--- config.mk ---
export PLATFORM = sky130hd
export DESIGN_NAME = trap_unit
export DESIGN_NICKNAME = d
export VERILOG_FILES = /design/src/logic/trap_pkg.sv /design/src/logic/irq_arbiter.sv /design/src/logic/csr_regfile.sv /design/src/logic/trap_unit.sv
export SDC_FILE = /design/constraint.sdc
export NUM_CORES = 1
export LEC_CHECK = 0
export BUFFER_PORTS_ARGS = -buffer_cell sky130_fd_sc_hd__clkbuf_2
export CORE_ASPECT_RATIO = 1.75
export CORE_MARGIN = 4
export CORE_UTILIZATION = 40
export DETAILED_ROUTE_END_ITERATION = 6
export HOLD_SLACK_MARGIN = 0.08
export PLACE_DENSITY = 0.73
export SLEW_MARGIN = 15
export SYNTH_ARGS = -nofsm -noshare
export SYNTH_HDL_FRONTEND = slang
export SYNTH_SLANG_ARGS = --single-unit
--- constraint.sdc ---
create_clock -name clk -period 2.8 [get_ports clk]
set_input_delay 0.14 -clock clk [delete_from_list [all_inputs] [get_ports clk]]
set_output_delay 0.14 -clock clk [all_outputs]
set_load 0.005 [all_outputs]
--- src/logic/trap_pkg.sv ---
// Shared constants and types for an RV32 machine-mode trap block; only M-mode, no delegation.
package trap_pkg;

    // Data and CSR width.
    localparam int xlen = 32;
    // Interrupt causes covered by mie and mip.
    localparam int irq_lines = 32;
    // Width of the cause field in mcause.
    localparam int cause_w = 5;
    // Width of a CSR address.
    localparam int csr_addr_w = 12;

    typedef logic [csr_addr_w-1:0] addr_t;
    typedef logic [xlen-1:0] word_t;
    typedef logic [cause_w-1:0] cause_t;
    // Halfword aligned program counter with bit 0 implied zero.
    typedef logic [xlen-1:1] pc_t;
    // Word aligned trap vector for direct mode only.
    typedef logic [xlen-1:2] tvec_t;

    // Machine CSR addresses.
    localparam addr_t csr_mstatus = 12'h300;
    localparam addr_t csr_misa = 12'h301;
    localparam addr_t csr_medeleg = 12'h302;
    localparam addr_t csr_mideleg = 12'h303;
    localparam addr_t csr_mie = 12'h304;
    localparam addr_t csr_mtvec = 12'h305;
    localparam addr_t csr_mstatush = 12'h310;
    localparam addr_t csr_mscratch = 12'h340;
    localparam addr_t csr_mepc = 12'h341;
    localparam addr_t csr_mcause = 12'h342;
    localparam addr_t csr_mtval = 12'h343;
    localparam addr_t csr_mip = 12'h344;
    localparam addr_t csr_mvendorid = 12'hf11;
    localparam addr_t csr_marchid = 12'hf12;
    localparam addr_t csr_mimpid = 12'hf13;
    localparam addr_t csr_mhartid = 12'hf14;
    localparam addr_t csr_mconfigptr = 12'hf15;

    // Field positions.
    localparam int mstatus_mie_bit = 3;
    localparam int mstatus_mpie_bit = 7;
    localparam int mcause_int_bit = 31;
    localparam int timer_irq_num = 7;
    localparam int ext_irq_lo = 16;

    // MXL=1 (32-bit) with C, I and M present.
    localparam word_t misa_value = 32'h4000_1104;
    localparam word_t arch_id = 32'd37;
    // Major 1, minor 4, patch 0.
    localparam word_t impl_id = 32'h0000_0140;
    localparam word_t hart_id = 32'h0000_0000;

    // Edges that mstatus.MIE must hold before interrupts are taken.
    localparam int mie_settle_depth = 2;

endpackage

--- src/logic/irq_arbiter.sv ---
// Interrupt latch and trap dispatch; irq lines are assumed synchronous to clk, depth >= 2.
module irq_arbiter (
    input  logic clk,
    input  logic rst,
    input  logic [trap_pkg::xlen-1:trap_pkg::ext_irq_lo] irq,
    input  logic timer_irq,
    input  trap_pkg::word_t mie_reg,
    input  logic mstatus_mie,
    input  logic insn_valid,
    input  logic trap,
    input  trap_pkg::cause_t trap_cause,
    output trap_pkg::word_t irq_ip,
    output logic ex_irq,
    output logic ex_trap,
    output trap_pkg::cause_t ex_cause,
    output logic take_exception
);

    // Raw pending word before the register.
    trap_pkg::word_t irq_raw;
    // Pending and enabled.
    trap_pkg::word_t irq_mask;
    // Lowest numbered enabled pending line.
    trap_pkg::cause_t irq_cause;
    // History of mstatus.MIE, newest in bit 0.
    logic [trap_pkg::mie_settle_depth-1:0] mie_hist;
    // Interrupt enable has been stable long enough.
    logic irq_en;

    // External lines in the upper half, timer at its standard slot.
    always_comb begin
        irq_raw = '0;
        irq_raw[trap_pkg::xlen-1:trap_pkg::ext_irq_lo] = irq;
        irq_raw[trap_pkg::timer_irq_num] = timer_irq;
    end

    // One register stage on the pending lines.
    always_ff @(posedge clk) begin
        if (rst) begin
            irq_ip <= '0;
        end else begin
            irq_ip <= irq_raw;
        end
    end

    assign irq_mask = irq_ip & mie_reg;

    // Scan downward so the lowest set bit wins.
    always_comb begin
        irq_cause = '0;
        for (int i = trap_pkg::irq_lines - 1; i >= 0; i--) begin
            if (irq_mask[i]) begin
                irq_cause = trap_pkg::cause_t'(i);
            end
        end
    end

    // Shift in MIE every cycle.
    always_ff @(posedge clk) begin
        if (rst) begin
            mie_hist <= '0;
        end else begin
            mie_hist <= {mie_hist[trap_pkg::mie_settle_depth-2:0], mstatus_mie};
        end
    end

    // A fresh MIE write must age through the whole history first.
    assign irq_en = (&mie_hist) && mstatus_mie;

    // Interrupts only attach to a retiring instruction.
    // Cause 0 is never a pending line, so zero means none.
    assign ex_irq = (irq_cause != '0) && irq_en && insn_valid;

    // A synchronous trap yields to an interrupt in the same cycle.
    assign ex_trap = !ex_irq && trap;

    assign ex_cause = ex_irq ? irq_cause : trap_cause;

    // Redirect request for the pipeline.
    assign take_exception = ex_irq || ex_trap;

endmodule

--- src/logic/csr_regfile.sv ---
// Machine CSR file; direct-mode mtvec only, misa is fixed, delegation and mtval read zero.
module csr_regfile (
    input  logic clk,
    input  logic rst,
    input  trap_pkg::addr_t csr_addr,
    input  logic csr_we,
    input  trap_pkg::word_t csr_wdata,
    input  logic ex_irq,
    input  logic ex_trap,
    input  trap_pkg::cause_t ex_cause,
    input  trap_pkg::pc_t ex_pc,
    input  logic mret,
    input  trap_pkg::word_t irq_ip,
    output trap_pkg::word_t csr_rdata,
    output logic csr_exists,
    output logic csr_rdonly,
    output trap_pkg::word_t mie_reg,
    output logic mstatus_mie,
    output trap_pkg::tvec_t tvec,
    output trap_pkg::pc_t ret_epc
);

    // Previous interrupt enable.
    logic mstatus_mpie;
    // Trap vector base, word aligned.
    trap_pkg::tvec_t mtvec;
    trap_pkg::word_t mscratch;
    // Return address without bit 0.
    trap_pkg::pc_t mepc;
    // mcause split into flag and code.
    logic mcause_int;
    trap_pkg::cause_t mcause_no;

    // Assembled read views.
    trap_pkg::word_t mstatus_word;
    trap_pkg::word_t mcause_word;
    trap_pkg::word_t mip_word;

    always_comb begin
        mstatus_word = '0;
        mstatus_word[trap_pkg::mstatus_mie_bit] = mstatus_mie;
        mstatus_word[trap_pkg::mstatus_mpie_bit] = mstatus_mpie;
    end

    always_comb begin
        mcause_word = '0;
        mcause_word[trap_pkg::cause_w-1:0] = mcause_no;
        mcause_word[trap_pkg::mcause_int_bit] = mcause_int;
    end

    // Pending view shows enabled lines only.
    assign mip_word = irq_ip & mie_reg;

    // Read decode.
    always_comb begin
        csr_exists = 1'b1;
        csr_rdata = '0;
        case (csr_addr)
            trap_pkg::csr_mstatus: csr_rdata = mstatus_word;
            trap_pkg::csr_misa: csr_rdata = trap_pkg::misa_value;
            trap_pkg::csr_mie: csr_rdata = mie_reg;
            trap_pkg::csr_mtvec: csr_rdata = {mtvec, 2'b00};
            trap_pkg::csr_mscratch: csr_rdata = mscratch;
            trap_pkg::csr_mepc: csr_rdata = {mepc, 1'b0};
            trap_pkg::csr_mcause: csr_rdata = mcause_word;
            trap_pkg::csr_mip: csr_rdata = mip_word;
            trap_pkg::csr_marchid: csr_rdata = trap_pkg::arch_id;
            trap_pkg::csr_mimpid: csr_rdata = trap_pkg::impl_id;
            trap_pkg::csr_mhartid: csr_rdata = trap_pkg::hart_id;
            // Present but hardwired to zero.
            trap_pkg::csr_medeleg, trap_pkg::csr_mideleg,
            trap_pkg::csr_mstatush, trap_pkg::csr_mtval,
            trap_pkg::csr_mvendorid, trap_pkg::csr_mconfigptr: csr_rdata = '0;
            default: csr_exists = 1'b0;
        endcase
    end

    // Top two address bits set means read-only in the standard encoding.
    // This covers exactly the ID block at 0xf11 to 0xf15.
    assign csr_rdonly = csr_exists
        && (csr_addr[trap_pkg::csr_addr_w-1:trap_pkg::csr_addr_w-2] == 2'b11);

    // Priority is reset, trap entry, software write, then mret.
    always_ff @(posedge clk) begin
        if (rst) begin
            mstatus_mie <= 1'b0;
            mstatus_mpie <= 1'b0;
            mie_reg <= '0;
            mtvec <= '0;
            mscratch <= '0;
            mepc <= '0;
            mcause_int <= 1'b0;
            mcause_no <= '0;
        end else if (ex_irq || ex_trap) begin
            // Stack the enable and disable further interrupts.
            mstatus_mpie <= mstatus_mie;
            mstatus_mie <= 1'b0;
            mepc <= ex_pc;
            mcause_int <= ex_irq;
            mcause_no <= ex_cause;
        end else if (csr_we) begin
            case (csr_addr)
                trap_pkg::csr_mstatus: begin
                    mstatus_mie <= csr_wdata[trap_pkg::mstatus_mie_bit];
                    mstatus_mpie <= csr_wdata[trap_pkg::mstatus_mpie_bit];
                end
                trap_pkg::csr_mie: mie_reg <= csr_wdata;
                trap_pkg::csr_mtvec: mtvec <= csr_wdata[trap_pkg::xlen-1:2];
                trap_pkg::csr_mscratch: mscratch <= csr_wdata;
                trap_pkg::csr_mepc: mepc <= csr_wdata[trap_pkg::xlen-1:1];
                trap_pkg::csr_mcause: begin
                    mcause_int <= csr_wdata[trap_pkg::mcause_int_bit];
                    mcause_no <= csr_wdata[trap_pkg::cause_w-1:0];
                end
                // Other addresses ignore writes.
                default: begin
                end
            endcase
        end else if (mret) begin
            // Restore the stacked enable.
            mstatus_mie <= mstatus_mpie;
        end
    end

    // Vector and return address straight from storage.
    assign tvec = mtvec;
    assign ret_epc = mepc;

endmodule

--- src/logic/trap_unit.sv ---
// Trap and CSR top; expects a single retiring instruction per cycle and no back-pressure.
module trap_unit (
    input  logic clk,
    input  logic rst,
    input  trap_pkg::addr_t csr_addr,
    input  logic csr_we,
    input  trap_pkg::word_t csr_wdata,
    input  logic insn_valid,
    input  logic trap,
    input  trap_pkg::cause_t trap_cause,
    input  trap_pkg::pc_t trap_pc,
    input  logic mret,
    input  logic [trap_pkg::xlen-1:trap_pkg::ext_irq_lo] irq,
    input  logic timer_irq,
    output trap_pkg::word_t csr_rdata,
    output logic csr_exists,
    output logic csr_rdonly,
    output logic take_exception,
    output trap_pkg::tvec_t tvec,
    output trap_pkg::pc_t ret_epc
);

    // Dispatch result toward the CSR file.
    logic ex_irq;
    logic ex_trap;
    trap_pkg::cause_t ex_cause;
    // Enable state back toward the arbiter.
    trap_pkg::word_t mie_reg;
    logic mstatus_mie;
    // Latched pending lines.
    trap_pkg::word_t irq_ip;

    irq_arbiter u_arbiter (
        .clk(clk),
        .rst(rst),
        .irq(irq),
        .timer_irq(timer_irq),
        .mie_reg(mie_reg),
        .mstatus_mie(mstatus_mie),
        .insn_valid(insn_valid),
        .trap(trap),
        .trap_cause(trap_cause),
        .irq_ip(irq_ip),
        .ex_irq(ex_irq),
        .ex_trap(ex_trap),
        .ex_cause(ex_cause),
        .take_exception(take_exception)
    );

    // Both interrupts and traps save the retiring PC.
    csr_regfile u_csrs (
        .clk(clk),
        .rst(rst),
        .csr_addr(csr_addr),
        .csr_we(csr_we),
        .csr_wdata(csr_wdata),
        .ex_irq(ex_irq),
        .ex_trap(ex_trap),
        .ex_cause(ex_cause),
        .ex_pc(trap_pc),
        .mret(mret),
        .irq_ip(irq_ip),
        .csr_rdata(csr_rdata),
        .csr_exists(csr_exists),
        .csr_rdonly(csr_rdonly),
        .mie_reg(mie_reg),
        .mstatus_mie(mstatus_mie),
        .tvec(tvec),
        .ret_epc(ret_epc)
    );

endmodule

==> run summary <==
Based on the critical path, the design can be clocked at up to 0.373 GHz. The proportion of register bits with asynchronous set or reset after synthesis is 0, and the count of H-tree levels built during CTS is 4. For this design, the slowest cell found on the critical path is or4_4.

The floorplan step defined a die boundary enclosing 0.0212 mm2. The tools report the global routing met2 resource utilization as 0.453. The fraction of layout instances using a drive strength above 1 came out at 0.248.

For the worst setup path, the data arrival time is 2.54 ns. The run gives 0.406 as the effective utilization at floorplan. For the TritonCTS sink count, the log shows 152. The worst setup path is launched from a flop. On the critical path the largest part of the delay comes from compound AO/OA/AOI/OAI gates. For this run, the slowest stage of the critical path takes 0.60 ns. The count of buffers added on input and output ports is 198. The cell area that synthesis handed to floorplanning was 0.00754 mm2. In the final routed layout, each cell accounts on average for 19.5 um. The area added between synthesis and finish is 37.4%, and the clock period minus final worst setup slack is 2.68 ns. Routability-driven placement finished with a final weighted congestion of 0.859.

The run gives 0.42 ns as the clock latency on the worst-skew pair. After synthesis the netlist holds a flip-flop and latch count of 152. The post-CTS clock slew at the launch and capture registers of the worst setup and hold paths was 0.06 ns; the total grt overflow was 0. The transition at the pin with the smallest max-transition slack is 0.822 ns. Together, buffers and inverters on the worst path number 3. Summing internal, switching and leakage power gives 5.29 mW.

The share of the cycle needed by the critical path after routing is 0.958. Yosys printed 0 warnings. Dividing the synthesized area by the synthesized cell count gives 8.57 um2. The remaining max-slew budget at the tightest pin was 0.452.

In this run, placement finished with an instance count of 1266. The tools report the sum of negative setup slack as 0 ns. The type of the tightest min-delay check is primary input to flop. The startpoint-to-endpoint class of the critical path was flop to primary output. The max-slew violation count came out at 0. Count of inserted antenna diode cells: 0.

The worst setup path is captured at a primary output. The dominant register cell in the synthesized netlist is dfxtp_1. The number of library cell types mapped by synthesis came out at 49. The largest net degree at the start of global routing is 185, and the number of buffers created by CTS is 17. Counting instances in the post-synthesis netlist gives the leading cell types as dfxtp_1, o21ai_0, a21oi_1.

The via count of the routed design came out at 8172. The final layout contains 1231 nets. The met3 layer usage reported by global route came out at 0.0356. Across the run, the number of max-cap violations was 0. In this run the power density over the cells is 511 mW/mm2. After legalization and detailed placement, the total HPWL measured 17.5 mm. The global-route usage over all layers was 0.247. The floorplan step set the die width to 112 um. In this run the deepest clock path goes through 2 buffers.

Final worst clock skew: 0.00977 ns. The net count after synthesis is 982. Walking the worst path, the cells encountered are a22o_1 -> or4_4 -> o41ai_4 -> buf_4 -> inv_2 -> clkbuf_2.

The most common cell in the synthesized netlist was dfxtp_1. The number of global-route vias before repair came out at 8187. Once detail routing completed, the nets flagged for antenna violations numbered 0.

The analysis attributes to cell leakage a power of 4.16 nW. Busiest metal layer after global routing: met2. The tools report the post-place instance area as 0.00889 mm2. The first detailed-routing pass ran for 6 iterations.

The first global-routing pass estimated 42.5 mm of wire. The wire length reported by the detailed router is 26.9 mm. Number of failing hold endpoints at the final stage: 0. By area the synthesized netlist is led by dfxtp_1, mux2i_1, o21ai_0. TritonCTS built the clock tree. During I/O placement, the number of pins put on the boundary was 199. The via-per-instance ratio was 5.93; the number of cells in the finished layout apart from fillers was 1377. CTS placed an instance of clkbuf_16 at the clock tree root.

Setup violations remaining at the end of the flow were counted as 0. The biggest fanout along the worst timing path is 28, and the synthesized netlist cell count is 879. The flow ran to the end, and the final reports show no timing, DRC or antenna violations. The share of Yosys cell area claimed by the top area cell type was 0.404; the number of fill cells was 1674. In the routed design, unresolved DRC markers number 0. Counting flops with a built-in enable in the synthesized netlist gives 0. Gates resized during post-CTS repair numbered 0. Setup repair after global routing left no endpoint under its margin.

In this run the vertical extent of the chip is 190 um. In this run the core area contains 66 standard-cell rows. After routing the design area is 0.0104 mm2. The met1 routing resource usage after global routing is 0.270. The tools report the endpoint required time on the critical path as 2.66 ns. The run gives 683 as the initial DRC count. The tools report the peak supply drop as 0.370 mV.

After floorplanning, the core was sized to cover 0.0186 mm2. Hold timing on the final database bottoms out at a slack of 0.0986 ns. The sequential area share after synthesis was 0.404.

The initial antenna violation count is 0. dfxtp_1 takes more of the synthesized area than any other cell.
## worst min-delay path: cells and delay by family
family	cells	cell delay, ns
compound gates	2	0.21
buf+inv	1	0.10
## report_power, final
| group | internal [mW] | leakage, nW | total (mW) | switching, mW |
|---|---|---|---|---|
| Sequential | 2.21 | 1.24 | 2.26 | 0.0446 |
| Clock | 1.66 | 0.312 | 2.59 | 0.924 |
| Combinational | 0.222 | 2.62 | 0.442 | 0.220 |
| Total | 4.10 | 4.16 | 5.29 | 1.19 |
## final timing paths
check | start | end | slack [ns] | cells past startpoint
max | u_csrs.mie_reg[22]$_SDFFE_PP0P_ | take_exception | 0.12 | 6
min | trap_cause[3] | u_csrs.mcause_no[3]$_SDFFE_PP0P_ | 0.1 | 3
max reg2reg | u_csrs.mie_reg[22]$_SDFFE_PP0P_ | u_csrs.mie_reg[11]$_SDFFE_PP0P_ | 0.39 | 6
min reg2reg | u_csrs.mscratch[17]$_SDFFE_PP0P_ | u_csrs.mscratch[17]$_SDFFE_PP0P_ | 0.47 | 2
## through the flow
step	util	setup WS, ns
detailed placement	0.478	0.282
finish	0.557	0.118
global placement	0.478	0.321
floorplan	-	0.628
global route	0.557	0.0183
CTS	0.557	0.102
## layer usage
layer	part of all wire	vias to the layer above	wire length, um
met5	0	-	0
met4	0.046	0	1220
met3	0.056	82	1500
met2	0.54	383	14400
met1	0.36	3895	9720
li1	-	3812	-
## what timing repair did
action,CTS,global route
setup buffers,0,0
endpoints found under the setup margin,0,0
hold endpoints to repair,140,0
hold buffers,81,0
## cell usage in the layout, fill, tap and decap left out, drive strengths merged, types with 3 or more instances in the layout
master,n
inv,20
a22o,13
and4,3
nand2b,62
nor3,8
nor3b,3
nand2,31
dfxtp,152
and3,4
nor2b,18
a211oi,38
and2,3
buf,37
a222oi,21
o21ai,84
nand3,8
bufinv,6
nand4,66
a221o,8
or3b,3
a22oi,12
nor4,13
dlygate4sd3,81
mux2i,63
a21oi,81
a32o,3
a221oi,5
nor2,44
clkbuf,215
a31oi,6
clkinv,5
## cells by family (layout without fill, tap and decap cells)
| group | Yosys count | count (layout) | synth area share |
|---|---|---|---|
| muxes | 64 | 64 | 0.0852 |
| and+or+nand+nor | 273 | 273 | 0.208 |
| AOI/OAI and AO/OA | 284 | 284 | 0.245 |
| buffers and inverters | 106 | 366 | 0.0583 |
| DFF | 152 | 152 | 0.404 |
## final cells by class
cell class	instances	area [um2]	share of cell area
multi-input cells	621	4120	0.398
flip-flops and latches	152	3040	0.294
repair buffers	315	2160	0.209
clock buffers	18	429	0.0415
well taps	238	298	0.0288
clock inverters	12	226	0.0219
inverters	21	78.8	0.00761
No activity file was read; power rests on OpenSTA's default activity.
